**src/hw/pkt_gen_pkg.sv**
```systemverilog
// Packet generator shared definitions
`default_nettype none

package pkt_gen_pkg;

    // ----------------------------------------
    // Data widths and table depths
    // ----------------------------------------
    localparam int SAMPLE_W = 9;
    localparam int WORD_W   = 4 * SAMPLE_W;
    localparam int DEPTH_96 = 24;
    localparam int DEPTH_48 = 12;
    localparam int ADDR_W   = 5;

    typedef enum logic {
        RATE_96 = 1'b0,
        RATE_48 = 1'b1
    } rate_e;

    typedef enum logic [1:0] {
        ST_IDLE,
        ST_HEADER,
        ST_PAYLOAD,
        ST_TRAILER
    } framer_state_e;

    // ----------------------------------------
    // Header word layout
    // ----------------------------------------
    localparam logic [3:0] PKT_TAG = 4'hA;

    localparam int HDR_TAG_LSB  = 32;
    localparam int HDR_TAG_W    = 4;
    localparam int HDR_SEQ_LSB  = 24;
    localparam int HDR_SEQ_W    = 8;
    localparam int HDR_LEN_LSB  = 16;
    localparam int HDR_LEN_W    = 8;
    // Set for the 48-point table, bits below it stay zero
    localparam int HDR_RATE_BIT = 15;

endpackage

`default_nettype wire

```
**src/hw/sine_table.sv**
```systemverilog
// Sine pattern lookup tables
`timescale 1ns/1ns
`default_nettype none

module sine_table import pkt_gen_pkg::*; (
    input  wire               clk,
    input  wire               rd_en,
    input  wire rate_e        rd_rate,
    input  wire  [ADDR_W-1:0] rd_addr,
    output logic [WORD_W-1:0] rd_data
);

    logic [WORD_W-1:0] word_96;
    logic [WORD_W-1:0] word_48;

    // 96 points, four samples per word, first sample in the low bits
    always_comb begin
        case (rd_addr)
            0:       word_96 = {9'h131, 9'h121, 9'h110, 9'h0FF};
            1:       word_96 = {9'h171, 9'h162, 9'h152, 9'h142};
            2:       word_96 = {9'h1A9, 9'h19C, 9'h18E, 9'h180};
            3:       word_96 = {9'h1D4, 9'h1CB, 9'h1C0, 9'h1B5};
            4:       word_96 = {9'h1F2, 9'h1EC, 9'h1E5, 9'h1DD};
            5:       word_96 = {9'h1FE, 9'h1FC, 9'h1FA, 9'h1F6};
            6:       word_96 = {9'h1F8, 9'h1FB, 9'h1FD, 9'h1FE};
            7:       word_96 = {9'h1E1, 9'h1E9, 9'h1EF, 9'h1F4};
            8:       word_96 = {9'h1BB, 9'h1C6, 9'h1D0, 9'h1D9};
            9:       word_96 = {9'h187, 9'h195, 9'h1A2, 9'h1AF};
            10:      word_96 = {9'h14A, 9'h15A, 9'h169, 9'h178};
            11:      word_96 = {9'h107, 9'h118, 9'h129, 9'h13A};
            12:      word_96 = {9'h0C4, 9'h0D5, 9'h0E6, 9'h0F7};
            13:      word_96 = {9'h086, 9'h095, 9'h0A4, 9'h0B4};
            14:      word_96 = {9'h04F, 9'h05C, 9'h069, 9'h077};
            15:      word_96 = {9'h025, 9'h02E, 9'h038, 9'h043};
            16:      word_96 = {9'h00A, 9'h00F, 9'h015, 9'h01D};
            17:      word_96 = {9'h000, 9'h001, 9'h003, 9'h006};
            18:      word_96 = {9'h008, 9'h004, 9'h002, 9'h000};
            19:      word_96 = {9'h021, 9'h019, 9'h012, 9'h00C};
            20:      word_96 = {9'h049, 9'h03E, 9'h033, 9'h02A};
            21:      word_96 = {9'h07E, 9'h070, 9'h062, 9'h055};
            22:      word_96 = {9'h0BC, 9'h0AC, 9'h09C, 9'h08D};
            23:      word_96 = {9'h0FF, 9'h0EE, 9'h0DD, 9'h0CD};
            default: word_96 = '0;
        endcase
    end

    // 48 points, same packing
    always_comb begin
        case (rd_addr)
            0:       word_48 = {9'h163, 9'h142, 9'h121, 9'h0FF};
            1:       word_48 = {9'h1CC, 9'h1B6, 9'h19D, 9'h181};
            2:       word_48 = {9'h1FD, 9'h1F7, 9'h1ED, 9'h1DF};
            3:       word_48 = {9'h1E6, 9'h1F3, 9'h1FA, 9'h1FE};
            4:       word_48 = {9'h18F, 9'h1AA, 9'h1C2, 9'h1D6};
            5:       word_48 = {9'h110, 9'h132, 9'h153, 9'h172};
            6:       word_48 = {9'h08C, 9'h0AB, 9'h0CC, 9'h0EE};
            7:       word_48 = {9'h028, 9'h03C, 9'h054, 9'h06F};
            8:       word_48 = {9'h000, 9'h004, 9'h00B, 9'h018};
            9:       word_48 = {9'h01F, 9'h011, 9'h007, 9'h001};
            10:      word_48 = {9'h07D, 9'h061, 9'h048, 9'h032};
            11:      word_48 = {9'h0FF, 9'h0DD, 9'h0BC, 9'h09B};
            default: word_48 = '0;
        endcase
    end

    // Registered read port, one cycle latency
    always_ff @(posedge clk) begin
        if (rd_en) begin
            rd_data <= (rd_rate == RATE_48) ? word_48 : word_96;
        end
    end

endmodule

`default_nettype wire

```
**src/hw/sample_sequencer.sv**
```systemverilog
// Sine payload sequencer
`timescale 1ns/1ns
`default_nettype none

module sample_sequencer import pkt_gen_pkg::*; #(
    parameter int LEN_W = 8
) (
    input  wire               clk,
    input  wire               rst,
    input  wire               job_valid,
    output logic              job_ready,
    input  wire rate_e        job_rate,
    input  wire  [LEN_W-1:0]  job_len,
    output logic              rd_en,
    output rate_e             rd_rate,
    output logic [ADDR_W-1:0] rd_addr,
    input  wire  [WORD_W-1:0] rd_data,
    output logic              smp_valid,
    input  wire               smp_ready,
    output logic [WORD_W-1:0] smp_data,
    output logic              smp_last
);

    logic              busy;
    rate_e             rate_q;
    logic [ADDR_W-1:0] addr_q;
    logic [ADDR_W-1:0] last_addr;
    logic [LEN_W-1:0]  remain;
    logic              inflight;
    logic              inflight_last;
    logic [WORD_W-1:0] fifo_data [2];
    logic              fifo_last [2];
    logic              wr_ptr;
    logic              rd_ptr;
    logic [1:0]        fifo_cnt;
    logic [1:0]        occupancy;
    logic              pop;

    assign job_ready = !busy;
    assign pop       = smp_valid && smp_ready;

    // Buffered plus in-flight words, at most two
    assign occupancy = fifo_cnt + {1'b0, inflight};
    assign rd_en     = busy && (remain != '0) && ((occupancy < 2'd2) || pop);
    assign rd_rate   = rate_q;
    assign rd_addr   = addr_q;
    assign last_addr = (rate_q == RATE_48) ? ADDR_W'(DEPTH_48 - 1) : ADDR_W'(DEPTH_96 - 1);

    // ----------------------------------------
    // Job tracking and address walk
    // ----------------------------------------
    always_ff @(posedge clk) begin
        if (rst) begin
            busy   <= 1'b0;
            remain <= '0;
        end else if (job_valid && job_ready) begin
            busy   <= 1'b1;
            remain <= job_len;
        end else begin
            if (rd_en) begin
                remain <= remain - 1'b1;
            end
            // Idle again once the final word has left
            if (pop && smp_last) begin
                busy <= 1'b0;
            end
        end
    end

    always_ff @(posedge clk) begin
        if (job_valid && job_ready) begin
            rate_q <= job_rate;
            addr_q <= '0;
        end else if (rd_en) begin
            addr_q <= (addr_q == last_addr) ? '0 : addr_q + 1'b1;
        end
    end

    // ----------------------------------------
    // Read return and two-entry output FIFO
    // ----------------------------------------
    always_ff @(posedge clk) begin
        if (rst) begin
            inflight <= 1'b0;
        end else begin
            inflight <= rd_en;
        end
    end

    always_ff @(posedge clk) begin
        if (rd_en) begin
            inflight_last <= (remain == LEN_W'(1));
        end
        if (inflight) begin
            fifo_data[wr_ptr] <= rd_data;
            fifo_last[wr_ptr] <= inflight_last;
        end
    end

    always_ff @(posedge clk) begin
        if (rst) begin
            wr_ptr   <= 1'b0;
            rd_ptr   <= 1'b0;
            fifo_cnt <= '0;
        end else begin
            if (inflight) begin
                wr_ptr <= !wr_ptr;
            end
            if (pop) begin
                rd_ptr <= !rd_ptr;
            end
            fifo_cnt <= fifo_cnt + {1'b0, inflight} - {1'b0, pop};
        end
    end

    assign smp_valid = (fifo_cnt != 2'd0);
    assign smp_data  = fifo_data[rd_ptr];
    assign smp_last  = fifo_last[rd_ptr];

endmodule

`default_nettype wire

```
**src/hw/pkt_framer.sv**
```systemverilog
// Packet framer with checksum trailer
`timescale 1ns/1ns
`default_nettype none

module pkt_framer import pkt_gen_pkg::*; #(
    parameter int LEN_W = 8
) (
    input  wire               clk,
    input  wire               rst,
    input  wire               cmd_valid,
    output logic              cmd_ready,
    input  wire rate_e        cmd_rate,
    input  wire  [LEN_W-1:0]  cmd_len,
    output logic              pkt_valid,
    input  wire               pkt_ready,
    output logic [WORD_W-1:0] pkt_data,
    output logic              pkt_sop,
    output logic              pkt_eop,
    output logic              job_valid,
    input  wire               job_ready,
    output rate_e             job_rate,
    output logic [LEN_W-1:0]  job_len,
    input  wire               smp_valid,
    output logic              smp_ready,
    input  wire  [WORD_W-1:0] smp_data,
    input  wire               smp_last
);

    framer_state_e        state_q;
    framer_state_e        state_d;
    rate_e                rate_q;
    logic [LEN_W-1:0]     len_q;
    logic [HDR_SEQ_W-1:0] seq_q;
    logic [WORD_W-1:0]    csum_q;
    logic [WORD_W-1:0]    header;
    logic                 cmd_fire;
    logic                 pkt_fire;

    assign cmd_ready = (state_q == ST_IDLE);
    assign cmd_fire  = cmd_valid && cmd_ready;
    assign pkt_fire  = pkt_valid && pkt_ready;
    assign pkt_sop   = (state_q == ST_HEADER);
    assign pkt_eop   = (state_q == ST_TRAILER);

    // Payload stalls go straight back to the sequencer
    assign smp_ready = (state_q == ST_PAYLOAD) && pkt_ready;
    assign job_rate  = rate_q;
    assign job_len   = len_q;

    always_comb begin
        header = '0;
        header[HDR_TAG_LSB +: HDR_TAG_W] = PKT_TAG;
        header[HDR_SEQ_LSB +: HDR_SEQ_W] = seq_q;
        header[HDR_LEN_LSB +: HDR_LEN_W] = HDR_LEN_W'(len_q);
        header[HDR_RATE_BIT]             = (rate_q == RATE_48);
    end

    // ----------------------------------------
    // FSM
    // ----------------------------------------
    always_comb begin
        state_d = state_q;
        case (state_q)
            ST_IDLE: begin
                if (cmd_fire) begin
                    state_d = ST_HEADER;
                end
            end
            ST_HEADER: begin
                if (pkt_ready) begin
                    state_d = ST_PAYLOAD;
                end
            end
            ST_PAYLOAD: begin
                if (pkt_fire && smp_last) begin
                    state_d = ST_TRAILER;
                end
            end
            ST_TRAILER: begin
                if (pkt_ready) begin
                    state_d = ST_IDLE;
                end
            end
            default: state_d = ST_IDLE;
        endcase
    end

    always_comb begin
        pkt_valid = 1'b0;
        pkt_data  = header;
        case (state_q)
            ST_HEADER:  pkt_valid = 1'b1;
            ST_PAYLOAD: begin
                pkt_valid = smp_valid;
                pkt_data  = smp_data;
            end
            ST_TRAILER: begin
                pkt_valid = 1'b1;
                pkt_data  = csum_q;
            end
            default: pkt_valid = 1'b0;
        endcase
    end

    always_ff @(posedge clk) begin
        if (rst) begin
            state_q   <= ST_IDLE;
            seq_q     <= '0;
            job_valid <= 1'b0;
        end else begin
            state_q <= state_d;
            // One count per finished packet, wraps at 8 bits
            if (pkt_fire && pkt_eop) begin
                seq_q <= seq_q + 1'b1;
            end
            if (cmd_fire) begin
                job_valid <= 1'b1;
            end else if (job_ready) begin
                job_valid <= 1'b0;
            end
        end
    end

    // Command fields and running XOR of payload words
    always_ff @(posedge clk) begin
        if (cmd_fire) begin
            rate_q <= cmd_rate;
            len_q  <= cmd_len;
            csum_q <= '0;
        end else if (pkt_fire && (state_q == ST_PAYLOAD)) begin
            csum_q <= csum_q ^ smp_data;
        end
    end

endmodule

`default_nettype wire

```
**src/hw/package_gen_top.sv**
```systemverilog
// Sine packet generator top level
`timescale 1ns/1ns
`default_nettype none

module package_gen_top import pkt_gen_pkg::*; #(
    parameter int LEN_W = 8
) (
    input  wire               clk,
    input  wire               rst,
    input  wire               cmd_valid,
    output logic              cmd_ready,
    input  wire rate_e        cmd_rate,
    input  wire  [LEN_W-1:0]  cmd_len,
    output logic              pkt_valid,
    input  wire               pkt_ready,
    output logic [WORD_W-1:0] pkt_data,
    output logic              pkt_sop,
    output logic              pkt_eop
);

    // Job link
    logic              job_valid;
    logic              job_ready;
    rate_e             job_rate;
    logic [LEN_W-1:0]  job_len;

    // Sample link
    logic              smp_valid;
    logic              smp_ready;
    logic [WORD_W-1:0] smp_data;
    logic              smp_last;

    // Table read
    logic              rd_en;
    rate_e             rd_rate;
    logic [ADDR_W-1:0] rd_addr;
    logic [WORD_W-1:0] rd_data;

    pkt_framer #(
        .LEN_W (LEN_W)
    ) pkt_framer_inst (
        .clk       (clk),
        .rst       (rst),
        .cmd_valid (cmd_valid),
        .cmd_ready (cmd_ready),
        .cmd_rate  (cmd_rate),
        .cmd_len   (cmd_len),
        .pkt_valid (pkt_valid),
        .pkt_ready (pkt_ready),
        .pkt_data  (pkt_data),
        .pkt_sop   (pkt_sop),
        .pkt_eop   (pkt_eop),
        .job_valid (job_valid),
        .job_ready (job_ready),
        .job_rate  (job_rate),
        .job_len   (job_len),
        .smp_valid (smp_valid),
        .smp_ready (smp_ready),
        .smp_data  (smp_data),
        .smp_last  (smp_last)
    );

    sample_sequencer #(
        .LEN_W (LEN_W)
    ) sample_sequencer_inst (
        .clk       (clk),
        .rst       (rst),
        .job_valid (job_valid),
        .job_ready (job_ready),
        .job_rate  (job_rate),
        .job_len   (job_len),
        .rd_en     (rd_en),
        .rd_rate   (rd_rate),
        .rd_addr   (rd_addr),
        .rd_data   (rd_data),
        .smp_valid (smp_valid),
        .smp_ready (smp_ready),
        .smp_data  (smp_data),
        .smp_last  (smp_last)
    );

    sine_table sine_table_inst (
        .clk     (clk),
        .rd_en   (rd_en),
        .rd_rate (rd_rate),
        .rd_addr (rd_addr),
        .rd_data (rd_data)
    );

endmodule

`default_nettype wire

```
**config.mk**
```make
export PLATFORM = sky130hd
export DESIGN_NAME = package_gen_top
export DESIGN_NICKNAME = d
export VERILOG_FILES = /design/src/hw/pkt_gen_pkg.sv /design/src/hw/sine_table.sv /design/src/hw/sample_sequencer.sv /design/src/hw/pkt_framer.sv /design/src/hw/package_gen_top.sv
export SDC_FILE = /design/constraint.sdc
export NUM_CORES = 1
export LEC_CHECK = 0
export ABC_AREA = 1
export BUFFER_PORTS_ARGS = -buffer_cell sky130_fd_sc_hd__buf_4
export CAP_MARGIN = 20
export CORE_UTILIZATION = 56
export CTS_BUF_LIST = sky130_fd_sc_hd__clkbuf_16
export DETAILED_ROUTE_END_ITERATION = 10
export GPL_TIMING_DRIVEN = 0
export PLACE_DENSITY = 0.85
export SYNTH_ARGS = -nofsm -noshare
export SYNTH_HDL_FRONTEND = slang
export SYNTH_HIERARCHICAL = 1
export SYNTH_SLANG_ARGS = --single-unit
```
**constraint.sdc**
```tcl
create_clock -name clk -period 3.2 [get_ports clk]
set_input_delay 0.32 -clock clk [delete_from_list [all_inputs] [get_ports clk]]
set_output_delay 0.32 -clock clk [all_outputs]
set_load 0.01 [all_outputs]
```
==> results.ini <==
[floorplanning]
pin_count=53
start_util_pct=57.2
fp.dieW_um=132
dieArea_um2=17500
core_um2=16600
rows=47
die_h_um=132

[detailed_routing]
vias=8127
drtIter0Drc=847
drc=0
drt_wl_total_mm=26.1
via_per_inst=5.67
wl_per_cell_um=18.2
antenna_left=0
first_pass_iters=5

[critical_path]
max_stage_delay_ps=400
crit_chain=inv_1 > ha_1 > buf_2 > clkbuf_1 > buf_2 > nand2_1 > inv_1 > nand2_1 > nand2_1 > nand2_1 > nor2_4 > buf_4
cp_num_buf_inv=6
cp_max_fo=10
r2r_start=pkt_framer_inst/state_q[0]
reg2reg_slack_ps=340
r2r-end=sine_table_inst/rd_data[33]
cpLargestDelayFamily=buffers and inverters
slowest_stage=clkbuf_1
path_common_cell=nand2_1
start_kind=flop
cp.required_ps=3320
crit_start=pkt_framer_inst/state_q[0]
reg2reg_depth=12
endpoint_kind=flop
crit_end=sine_table_inst/rd_data[33]
worstSetupPathType=flop to flop
crit_cells=12
crit_arrival_ps=2980

[finish]
num-nets-final=1234
drive_above_1_share_pct=17.1
final_area_um2=10800
antenna_cells=0
final_util_pct=65.3
area_growth_pct=14.3

[clock_network]
cts_tree=done
cts_sinks=184
h-tree-depth=4
path_clk_slew_ps=80
cts-buffers-inserted=17
clock_path_buffers=2
root_buffer=clkbuf_16
clock_latency_ps=420

[timing]
timing.fmax_mhz=349
min_period_over_period_pct=89.5
tightest_slew_ps=881
finalSetupViolCount=0
setup_slack_ps=337
finalMaxSlewViolations=0
finClkSkew_ps=15.1
rsz0062_at_grt=false
hold_ws_ps=69.2
timing_hold_violations_final=0
period_needed_ps=2860
relSlewSlack_pct=41.3

[place]
postPlaceCellArea_um2=10200
pre_cts_slack_ps=28.4
dp_hpwl_mm=18.3
place.gp.congestion=1.05
portBuffers=52

[synthesis]
ys_top_cells_by_area=edfxtp_1, dfxtp_1, nand2_1, nand3_1, nor2_1
ys_warn_count=6
yosysSeqAreaShare_pct=51.2
syn_area_um2=9480
synth_cell_types=42
synth.most_common_cell=nand2_1
ys.flop_type=edfxtp_1
synthTopCellsByCount=nand2_1, nor2_1, edfxtp_1
synth_fp_nets=1158
yosys_register_bits=184
synth_edf_count=117
syn_inst=1125
synth_area_per_cell_um2=8.43
synthArstFlopShare_pct=0
synth.top_cell.area_share_pct=37.1
yosysTopAreaCell=edfxtp_1

[run_status]
outcome=finished clean

[job]
cap_violations=0

[grt]
grt_max_degree=39
grt_antenna_before_repair=0
grt_pass1_wl_mm=40.9
grtUsageTotal_pct=30.7
gr-total-overflow=0
first_global_vias=7735

[power]
leakage_nw=4.64
power.density_nw_per_um2=774
peakVddDrop_mv=0.459

[min_path]
hold_class=input port to flop

registers in the layout (all words and copies together), names as in the netlist, 2 cells and up, named ones only:
register                         count
pkt_framer_inst/csum_q              36
pkt_framer_inst/job_len              8
pkt_framer_inst/seq_q                8
pkt_framer_inst/state_q              2
sample_sequencer_inst/fifo_cnt       2
sample_sequencer_inst/fifo_data     72
sample_sequencer_inst/fifo_last      2
sample_sequencer_inst/rd_addr        5
sample_sequencer_inst/remain         8
sine_table_inst/rd_data             32
stage by stage:
step | total power, mW | std cells | TNS [ps]
after floorplan | 5.12 | 1125 | 0
after global placement | 6.16 | 1397 | -4330
after global routing | 8.83 | 1434 | 0
after detailed placement | 6.17 | 1398 | 0
after CTS | 8.32 | 1431 | 0
final | 8.39 | 1434 | 0
metal layers:
layer	up-vias	wire [um]	global-route usage, %
li1	3852	-	-
met1	3799	11100	40.5
met2	407	12400	49.8
met3	69	1810	5.07
met4	0	799	13.6
met5	-	0	0
placed cells by master, fill, tap and decap left out, types with 19 or more instances in the layout:
cell type,count
nand2_1,324
nor2_1,117
edfxtp_1,117
inv_1,108
nand3_1,99
dfxtp_1,67
buf_4,62
o21ai_0,55
mux2_2,37
a21oi_1,31
ha_1,20
clkbuf_16,19
buf_2,19
report_power, final:
part / internal (mW) / switching, mW
Sequential: 2.92 / 0.227
Clock: 1.19 / 0.932
Combinational: 1.03 / 2.09
cell families after synthesis:
| group | Yosys count | share of synthesized area, % |
|---|---|---|
| and+or+nand+nor | 593 | 26.5 |
| DFF | 184 | 51.2 |
| buffers and inverters | 167 | 8.00 |
| AOI/OAI and AO/OA | 120 | 6.93 |
| muxes | 37 | 4.40 |
| adders and majority gates | 20 | 2.64 |
| xor gates and xnor gates | 4 | 0.370 |
final cells by class:
cell class	count	area (um^2)
inverter	120	453
clock buffer	19	475
clock inverter	13	130
tap	220	275
fill	1332	5750
buffer	47	305
multi-input combinational	775	3880
sequential	184	4850
timing repair buffer	56	458
worst min-delay path by stage:
stage	slack, ps	cells after the start	to	startpoint
after floorplan	390	1	sample_sequencer_inst/fifo_cnt[0]	rst
after global placement	420	0	sample_sequencer_inst/fifo_data[1][20]	sine_table_inst/rd_data[20]
after detailed placement	430	0	sample_sequencer_inst/fifo_data[1][9]	sine_table_inst/rd_data[9]
after CTS	60	1	pkt_framer_inst/job_len[0]	cmd_len[0]
after global routing	40	1	pkt_framer_inst/job_len[4]	cmd_len[4]
final	70	1	pkt_framer_inst/job_len[0]	cmd_len[0]
timing repair:
item / 4_1_cts / 5_1_grt
gates cloned: 1 / 0
pin swaps: 0 / 2
buffers inserted: 0 / 3
hold buffers: 0 / 0
setup endpoints to repair: 37 / 10
endpoints found under the hold margin: 0 / 0
gates resized for setup: 1 / 0
Note: power is estimated with default switching activity, not from simulation.
